$ cat src/uart_pkg.sv
/*
    UART shared definitions: bit timing, APB register map,
    status bit positions and FSM state encodings
*/

package uart_pkg;

    localparam int CLKS_PER_BIT = 4;                    // Clock cycles per serial bit
    localparam int FRAME_BITS   = 11;                   // Start, 8 data, parity, stop
    localparam int HALF_BIT     = CLKS_PER_BIT / 2;     // Offset to the middle of a bit

    localparam int CNT_W = $clog2(CLKS_PER_BIT);        // Cycle counter width
    localparam int BIT_W = $clog2(FRAME_BITS);          // Frame bit index width

    localparam logic [CNT_W-1:0] CNT_LAST = CNT_W'(CLKS_PER_BIT - 1);  // Last cycle of a bit
    localparam logic [CNT_W-1:0] CNT_MID  = CNT_W'(HALF_BIT - 1);      // Middle of the start bit
    localparam logic [BIT_W-1:0] BIT_LAST = BIT_W'(FRAME_BITS - 1);    // Stop bit index

    // APB register map
    typedef enum logic [7:0]
    {
        ADDR_TXDATA = 8'h00,                            // Write only
        ADDR_STATUS = 8'h04,                            // Read only
        ADDR_RXDATA = 8'h08,                            // Read only
        ADDR_CTRL   = 8'h0C                             // Read/write, bit 0 odd parity
    } reg_addr_e;

    localparam int STAT_TX_BUSY    = 0;                 // Frame in flight
    localparam int STAT_RX_VALID   = 1;                 // Byte waiting in RXDATA
    localparam int STAT_PARITY_ERR = 2;                 // Parity mismatch seen
    localparam int STAT_FRAME_ERR  = 3;                 // Stop bit was low
    localparam int STAT_OVERRUN    = 4;                 // Unread byte overwritten

    typedef enum logic {TX_IDLE, TX_SEND} tx_state_e;

    typedef enum logic [2:0]
    {
        RX_IDLE, RX_START, RX_DATA, RX_PARITY, RX_STOP
    } rx_state_e;

endpackage

$ cat src/uart_apb_regs.sv
/*
    UART APB register block: zero wait state decode of TXDATA, STATUS,
    RXDATA and CTRL, transmit start pulse and receive read strobe
*/

module uart_apb_regs
(
    input  logic        clk,
    input  logic        reset,
    input  logic        psel,
    input  logic        penable,
    input  logic        pwrite,
    input  logic [7:0]  paddr,
    input  logic [31:0] pwdata,
    output logic [31:0] prdata,
    output logic        pready,
    output logic        pslverr,
    output logic        tx_start,
    output logic [7:0]  tx_data,
    output logic        parity_odd,
    output logic        rx_read,
    input  logic        tx_busy,
    input  logic [7:0]  rx_data,
    input  logic        rx_valid,
    input  logic        parity_err,
    input  logic        frame_err,
    input  logic        overrun
);

    uart_pkg::reg_addr_e addr;          // paddr seen as a register address
    logic                access;        // APB access phase
    logic                addr_hit;      // Address is mapped
    logic                tx_wr;         // Write to TXDATA
    logic                tx_wr_ok;      // Write to TXDATA accepted
    logic                tx_refused;    // Write to TXDATA while busy
    logic [31:0]         status_word;

    assign addr   = uart_pkg::reg_addr_e'(paddr);
    assign access = psel & penable;
    assign pready = 1'b1;                                       // No wait states

    always_comb
    begin
        case (addr)
            uart_pkg::ADDR_TXDATA,
            uart_pkg::ADDR_STATUS,
            uart_pkg::ADDR_RXDATA,
            uart_pkg::ADDR_CTRL:    addr_hit = 1'b1;
            default:                addr_hit = 1'b0;
        endcase
    end

    // tx_start covers the cycle before tx_busy rises
    assign tx_wr      = access & pwrite & (addr == uart_pkg::ADDR_TXDATA);
    assign tx_refused = tx_wr & (tx_busy | tx_start);
    assign tx_wr_ok   = tx_wr & ~tx_refused;
    assign pslverr    = access & (~addr_hit | tx_refused);
    assign rx_read    = access & ~pwrite & (addr == uart_pkg::ADDR_RXDATA);  // Pops the byte

    always_comb
    begin
        status_word = '0;
        status_word[uart_pkg::STAT_TX_BUSY]    = tx_busy;
        status_word[uart_pkg::STAT_RX_VALID]   = rx_valid;
        status_word[uart_pkg::STAT_PARITY_ERR] = parity_err;
        status_word[uart_pkg::STAT_FRAME_ERR]  = frame_err;
        status_word[uart_pkg::STAT_OVERRUN]    = overrun;
    end

    always_comb
    begin
        prdata = '0;
        if (access && !pwrite)
        begin
            case (addr)
                uart_pkg::ADDR_STATUS: prdata = status_word;
                uart_pkg::ADDR_RXDATA: prdata = {24'd0, rx_data};
                uart_pkg::ADDR_CTRL:   prdata = {31'd0, parity_odd};
                default:               prdata = '0;            // TXDATA and holes read 0
            endcase
        end
    end

    always_ff @(posedge clk or posedge reset)
    begin
        if (reset)
        begin
            tx_start   <= 1'b0;
            parity_odd <= 1'b0;                                 // Even parity out of reset
        end
        else
        begin
            tx_start <= tx_wr_ok;                               // One cycle pulse
            if (access && pwrite && addr == uart_pkg::ADDR_CTRL)
                parity_odd <= pwdata[0];
        end
    end

    always_ff @(posedge clk)
    begin
        if (tx_wr_ok)
            tx_data <= pwdata[7:0];                             // Byte for the next frame
    end

endmodule

$ cat src/uart_tx.sv
/*
    UART frame transmitter: start bit, 8 data bits LSB first,
    parity and stop bit, each held for CLKS_PER_BIT cycles
*/

module uart_tx
(
    input  logic       clk,
    input  logic       reset,
    input  logic       tx_start,
    input  logic [7:0] tx_data,
    input  logic       parity_odd,
    output logic       tx,
    output logic       tx_busy
);

    uart_pkg::tx_state_e            state;
    logic [uart_pkg::CNT_W-1:0]     clk_cnt;        // Cycles into the current bit
    logic [uart_pkg::BIT_W-1:0]     bit_idx;        // Bit now on the line
    logic [uart_pkg::BIT_W-1:0]     bit_next;
    logic                           parity;
    logic [uart_pkg::FRAME_BITS-1:0] frame;         // Frame built from the inputs
    logic [uart_pkg::FRAME_BITS-1:0] frame_q;       // Frame being sent

    assign parity   = (^tx_data) ^ parity_odd;      // Inverted XOR for odd parity
    assign frame    = {1'b1, parity, tx_data, 1'b0}; // Stop, parity, data, start
    assign bit_next = bit_idx + 1'b1;
    assign tx_busy  = (state == uart_pkg::TX_SEND);

    // Inputs may change once the frame is captured
    always_ff @(posedge clk)
    begin
        if (tx_start)
            frame_q <= frame;
    end

    always_ff @(posedge clk or posedge reset)
    begin
        if (reset)
        begin
            state   <= uart_pkg::TX_IDLE;
            clk_cnt <= '0;
            bit_idx <= '0;
            tx      <= 1'b1;                        // Line idles high
        end
        else if (tx_start)
        begin
            state   <= uart_pkg::TX_SEND;
            clk_cnt <= '0;
            bit_idx <= '0;
            tx      <= 1'b0;                        // Start bit
        end
        else if (state == uart_pkg::TX_SEND)
        begin
            if (clk_cnt == uart_pkg::CNT_LAST)
            begin
                clk_cnt <= '0;
                if (bit_idx == uart_pkg::BIT_LAST)
                begin
                    state <= uart_pkg::TX_IDLE;     // Stop bit done
                    tx    <= 1'b1;
                end
                else
                begin
                    bit_idx <= bit_next;
                    tx      <= frame_q[bit_next];
                end
            end
            else
            begin
                clk_cnt <= clk_cnt + 1'b1;
            end
        end
    end

endmodule

$ cat src/uart_rx.sv
/*
    UART frame receiver: synchronizes rx, samples each bit at its middle,
    checks parity and stop bit, holds the byte with sticky status flags
*/

module uart_rx
(
    input  logic       clk,
    input  logic       reset,
    input  logic       rx,
    input  logic       parity_odd,
    input  logic       rx_read,
    output logic [7:0] rx_data,
    output logic       rx_valid,
    output logic       parity_err,
    output logic       frame_err,
    output logic       overrun
);

    uart_pkg::rx_state_e        state;
    logic                       rx_meta;
    logic                       rx_sync;            // Synchronized serial input
    logic [uart_pkg::CNT_W-1:0] clk_cnt;
    logic [2:0]                 data_idx;           // Data bit being received
    logic [7:0]                 data_sr;            // LSB first shift register
    logic                       par_bad;            // Parity bit mismatch
    logic                       bit_end;            // Middle of a data, parity or stop bit
    logic                       frame_done;

    assign bit_end    = (clk_cnt == uart_pkg::CNT_LAST);
    assign frame_done = (state == uart_pkg::RX_STOP) && bit_end;

    always_ff @(posedge clk or posedge reset)
    begin
        if (reset)
        begin
            rx_meta <= 1'b1;
            rx_sync <= 1'b1;
        end
        else
        begin
            rx_meta <= rx;
            rx_sync <= rx_meta;
        end
    end

    always_ff @(posedge clk or posedge reset)
    begin
        if (reset)
        begin
            state    <= uart_pkg::RX_IDLE;
            clk_cnt  <= '0;
            data_idx <= '0;
        end
        else
        begin
            clk_cnt <= clk_cnt + 1'b1;                  // Wraps once per bit
            case (state)
                uart_pkg::RX_IDLE:
                begin
                    clk_cnt <= '0;
                    if (!rx_sync)
                        state <= uart_pkg::RX_START;    // Possible start edge
                end
                uart_pkg::RX_START:
                begin
                    if (clk_cnt == uart_pkg::CNT_MID)
                    begin
                        clk_cnt  <= '0;
                        data_idx <= '0;
                        state    <= rx_sync ? uart_pkg::RX_IDLE : uart_pkg::RX_DATA;
                    end
                end
                uart_pkg::RX_DATA:
                begin
                    if (bit_end)
                    begin
                        data_idx <= data_idx + 1'b1;
                        if (data_idx == 3'd7)
                            state <= uart_pkg::RX_PARITY;
                    end
                end
                uart_pkg::RX_PARITY:
                begin
                    if (bit_end)
                        state <= uart_pkg::RX_STOP;
                end
                default:                                // RX_STOP
                begin
                    if (bit_end)
                        state <= uart_pkg::RX_IDLE;
                end
            endcase
        end
    end

    always_ff @(posedge clk)
    begin
        if (state == uart_pkg::RX_DATA && bit_end)
            data_sr <= {rx_sync, data_sr[7:1]};
        if (state == uart_pkg::RX_PARITY && bit_end)
            par_bad <= rx_sync ^ (^data_sr) ^ parity_odd;
    end

    // A completing frame wins over a read in the same cycle
    always_ff @(posedge clk or posedge reset)
    begin
        if (reset)
        begin
            rx_data    <= '0;
            rx_valid   <= 1'b0;
            parity_err <= 1'b0;
            frame_err  <= 1'b0;
            overrun    <= 1'b0;
        end
        else if (frame_done)
        begin
            rx_data    <= data_sr;                      // Delivered even with errors
            rx_valid   <= 1'b1;
            parity_err <= (parity_err & ~rx_read) | par_bad;
            frame_err  <= (frame_err & ~rx_read) | ~rx_sync;
            overrun    <= (overrun & ~rx_read) | (rx_valid & ~rx_read);
        end
        else if (rx_read)
        begin
            rx_valid   <= 1'b0;
            parity_err <= 1'b0;
            frame_err  <= 1'b0;
            overrun    <= 1'b0;
        end
    end

endmodule

$ cat src/uart_top.sv
/*
    UART peripheral top: APB register block, transmitter and receiver
*/

module uart_top
(
    input  logic        clk,
    input  logic        reset,
    input  logic        psel,
    input  logic        penable,
    input  logic        pwrite,
    input  logic [7:0]  paddr,
    input  logic [31:0] pwdata,
    output logic [31:0] prdata,
    output logic        pready,
    output logic        pslverr,
    output logic        tx,
    input  logic        rx
);

    logic       tx_start;           // Decode to transmitter
    logic [7:0] tx_data;
    logic       parity_odd;         // Shared by both directions
    logic       tx_busy;
    logic [7:0] rx_data;            // Receiver to decode
    logic       rx_valid;
    logic       parity_err;
    logic       frame_err;
    logic       overrun;
    logic       rx_read;

    uart_apb_regs i_uart_apb_regs
    (
        .clk        (clk),
        .reset      (reset),
        .psel       (psel),
        .penable    (penable),
        .pwrite     (pwrite),
        .paddr      (paddr),
        .pwdata     (pwdata),
        .prdata     (prdata),
        .pready     (pready),
        .pslverr    (pslverr),
        .tx_start   (tx_start),
        .tx_data    (tx_data),
        .parity_odd (parity_odd),
        .rx_read    (rx_read),
        .tx_busy    (tx_busy),
        .rx_data    (rx_data),
        .rx_valid   (rx_valid),
        .parity_err (parity_err),
        .frame_err  (frame_err),
        .overrun    (overrun)
    );

    uart_tx i_uart_tx
    (
        .clk        (clk),
        .reset      (reset),
        .tx_start   (tx_start),
        .tx_data    (tx_data),
        .parity_odd (parity_odd),
        .tx         (tx),
        .tx_busy    (tx_busy)
    );

    uart_rx i_uart_rx
    (
        .clk        (clk),
        .reset      (reset),
        .rx         (rx),
        .parity_odd (parity_odd),
        .rx_read    (rx_read),
        .rx_data    (rx_data),
        .rx_valid   (rx_valid),
        .parity_err (parity_err),
        .frame_err  (frame_err),
        .overrun    (overrun)
    );

endmodule

$ cat config.mk
export PLATFORM = sky130hd
export DESIGN_NAME = uart_top
export DESIGN_NICKNAME = d
export VERILOG_FILES = /design/src/uart_pkg.sv /design/src/uart_apb_regs.sv /design/src/uart_tx.sv /design/src/uart_rx.sv /design/src/uart_top.sv
export SDC_FILE = /design/constraint.sdc
export NUM_CORES = 1
export LEC_CHECK = 0
export BUFFER_PORTS_ARGS = -buffer_cell sky130_fd_sc_hd__buf_2
export CAP_MARGIN = 20
export CORE_ASPECT_RATIO = 1.2
export CORE_UTILIZATION = 43
export CTS_BUF_LIST = sky130_fd_sc_hd__clkbuf_8
export DETAILED_ROUTE_END_ITERATION = 10
export PLACE_DENSITY = 0.68
export SYNTH_ARGS = -nofsm -noshare
export SYNTH_HDL_FRONTEND = slang
export SYNTH_SLANG_ARGS = --single-unit
$ cat constraint.sdc
create_clock -name clk -period 3.3 [get_ports clk]
set_input_delay 0.66 -clock clk [delete_from_list [all_inputs] [get_ports clk]]
set_output_delay 0.66 -clock clk [all_outputs]
set_load 0.005 [all_outputs]
==> impl_metrics.json <==
{
  "outcome": "complete, but fails checks",
  "violations": "DRC",
  "crit_type": "primary input to output port",
  "yosysSeqAreaShare": 0.559,
  "rrSetupSlack_ns": 1.53,
  "grt-ovfl-total": 0,
  "slowest_delay_ns": 0.57,
  "layout-drive-gt1-share": 0.257,
  "drv_cap": 0,
  "maxSlewHeadroom": 0.581,
  "fin_nets": 325,
  "path_cells": "buf_2, nor4_2, nand2_2, or4_4, nor2_1, buf_2",
  "final_core_util": 0.504,
  "synth_cell_types": 44,
  "cts_tree": "yes",
  "tns_ns": 0,
  "synth_edf_count": 26,
  "cts_root_buffer": "clkbuf_8",
  "syn_area_um2": 2830,
  "grt_pass1_vias": 1650,
  "slowest_stage": "or4_4",
  "numPortBuffers": 31,
  "cp.required_ns": 2.64,
  "via_count": 1747,
  "synth_top_family_by_area": "simple AND/OR/NAND/NOR gates",
  "synth-adder-area-share": 0.0353,
  "synthCells": 233,
  "antenna_found_initial": 0,
  "final_common_cell": "buf_2",
  "wl_um": 4630,
  "num_rows": 32,
  "wl_per_cell_um": 12.8,
  "via_per_inst": 4.84,
  "async_flop_share": 0.552,
  "setup_viol": 0,
  "worst_pin_slew_ns": 0.629,
  "cts.repair.resized": 0,
  "synth-main-ff-cell": "dfrtp_1",
  "synth_simple_gate_area_frac": 0.112,
  "clock_latency_ns": 0.33,
  "synth.avg_cell_area_um2": 12.2,
  "cp-start-kind": "primary input",
  "clk_pin_slew_ns": 0.06,
  "path_buf_inv": 2,
  "cts_sinks": 58,
  "grt_usage": 0.150,
  "ant_nets": 0,
  "p_per_area_nw_per_um2": 684,
  "dr.pass1.iters": 7,
  "endpoint": "prdata[4]",
  "cts_buffers": 9,
  "crit_start": "paddr[5]",
  "worstReg2RegEnd": "i_uart_tx.tx",
  "clk_path_buf_depth": 2,
  "ys_seq_elements": 58,
  "die_x_um": 76.1,
  "finalHoldViolCount": 0,
  "dp_hpwl_um": 3170,
  "grt_setup_unrepaired": "false",
  "drt_iter0_markers": 89,
  "start_util": 0.442,
  "diodes": 0,
  "cts.hold.buffers_added": 0,
  "num-fill-cells": 589,
  "cp-end-kind": "output port",
  "crit_cells": 6,
  "ir_drop_mv": 0.390,
  "place_congestion": 0.785,
  "grt_pass1_wl_um": 7880,
  "reg2reg_from": "i_uart_tx.bit_idx[0]",
  "synthXorXnorAreaFrac": 0.0649,
  "grt_max_degree": 33,
  "arrival_ns": 2.07,
  "finClkSkew_ns": 0.00664,
  "period_needed_ns": 2.73,
  "period_share": 0.827,
  "p_leak_nw": 1.41,
  "maxSlewViolCount": 0,
  "cp_common_cell": "buf_2",
  "cp_max_fo": 6,
  "synth-compound-area-share": 0.0777,
  "hold_class": "flop to flop",
  "syn_to_final_growth_pct": 14.0,
  "crit_family": "simple AND/OR/NAND/NOR gates",
  "io_pins": 81,
  "coreArea_um2": 6410,
  "post_cts_buffers": 0,
  "chipHeight_um": 90.9,
  "htree_levels": 3,
  "fmax_ghz": 0.366,
  "final_cell_mix": "31 x buf_2, 29 x dfrtp_1, 26 x edfxtp_1",
  "synth.area.mux_share": 0.0587,
  "reg2reg_depth": 5,
  "die-area_um2": 6920,
  "drc": 1,
  "ys_warn_count": 0
}
per-stage QoR:
stage	hold slack, ns	worst slack, ns	instance area [µm²]	instances	power [mW]
floorplan	0.345	0.910	2920	256	1.35
global placement	0.346	0.571	2990	345	1.41
detailed placement	0.347	0.554	2990	345	1.44
CTS	0.356	0.553	3230	361	2.23
global route	0.361	0.495	3230	361	2.33
finish	0.354	0.570	3230	361	2.21
sequential cells by signal (all words and copies together) (netlist names), 2 cells and up:
signal                   count
i_uart_apb_regs.tx_data      8
i_uart_tx.bit_idx            4
i_uart_tx.frame_q            9
i_uart_rx.data_sr            8
i_uart_rx.clk_cnt            2
i_uart_tx.clk_cnt            2
i_uart_rx.data_idx           3
i_uart_rx.state              3
i_uart_rx.rx_data            8
how the worst min path moves through the flow:
| stage | start | to | slack (ns) | cells past startpoint |
|---|---|---|---|---|
| global placement | i_uart_rx.rx_meta | i_uart_rx.rx_sync | 0.35 | 0 |
| global route | i_uart_rx.rx_meta | i_uart_rx.rx_sync | 0.36 | 0 |
| floorplan | i_uart_rx.rx_meta | i_uart_rx.rx_sync | 0.35 | 0 |
| finish | i_uart_rx.rx_meta | i_uart_rx.rx_sync | 0.35 | 0 |
| detailed placement | i_uart_rx.rx_meta | i_uart_rx.rx_sync | 0.35 | 0 |
| CTS | i_uart_rx.rx_meta | i_uart_rx.rx_sync | 0.36 | 0 |
synthesized netlist by cell type (6+ instances only):
library cell / instances / share of area
edfxtp_1: 26 / 0.28
ha_1: 8 / 0.035
nor2_1: 17 / 0.023
dfrtp_1: 29 / 0.26
a21oi_1: 9 / 0.016
xnor2_1: 17 / 0.053
inv_1: 8 / 0.011
nor3_1: 6 / 0.011
nand2_1: 8 / 0.011
buf_4: 25 / 0.066
mux2_2: 11 / 0.044
metal layers:
| layer | up-vias | share of wire | GRT usage |
|---|---|---|---|
| li1 | 851 | - | - |
| met1 | 830 | 0.47 | 0.187 |
| met2 | 56 | 0.46 | 0.233 |
| met3 | 10 | 0.045 | 0.0472 |
| met4 | 0 | 0.024 | 0.0817 |
| met5 | - | 0 | 0 |
worst reg2reg max path: stages (launching register included):
cell and delay, ns:
dfrtp_1 0.52, inv_1 0.11, ha_1 0.39, mux4_2 0.34
o211ai_1 0.20, a311oi_1 0.12
cell type report:
| type | count | area (µm²) | share of cell area |
|---|---|---|---|
| clock buffer | 10 | 138 | 0.0426 |
| clock inverter | 6 | 104 | 0.0321 |
| inverter | 8 | 30.0 | 0.00930 |
| multi-input combinational | 159 | 1080 | 0.335 |
| sequential | 58 | 1590 | 0.491 |
| tap | 85 | 106 | 0.0329 |
| timing repair buffer | 35 | 185 | 0.0573 |
cell families after synthesis:
family | after synthesis
flip-flops | 58
AND/OR/NAND/NOR | 58
buffers and inverters | 39
AO/OA/AOI/OAI | 33
XOR/XNOR | 21
multiplexers | 14
adder cells (fa/ha/maj) | 8
other | 2
where the power goes:
part	internal, mW	switching (mW)
sequential	0.920	0.102
clock	0.517	0.273
combinational	0.208	0.189
total	1.64	0.565
No activity file was read; power rests on OpenSTA's default activity.
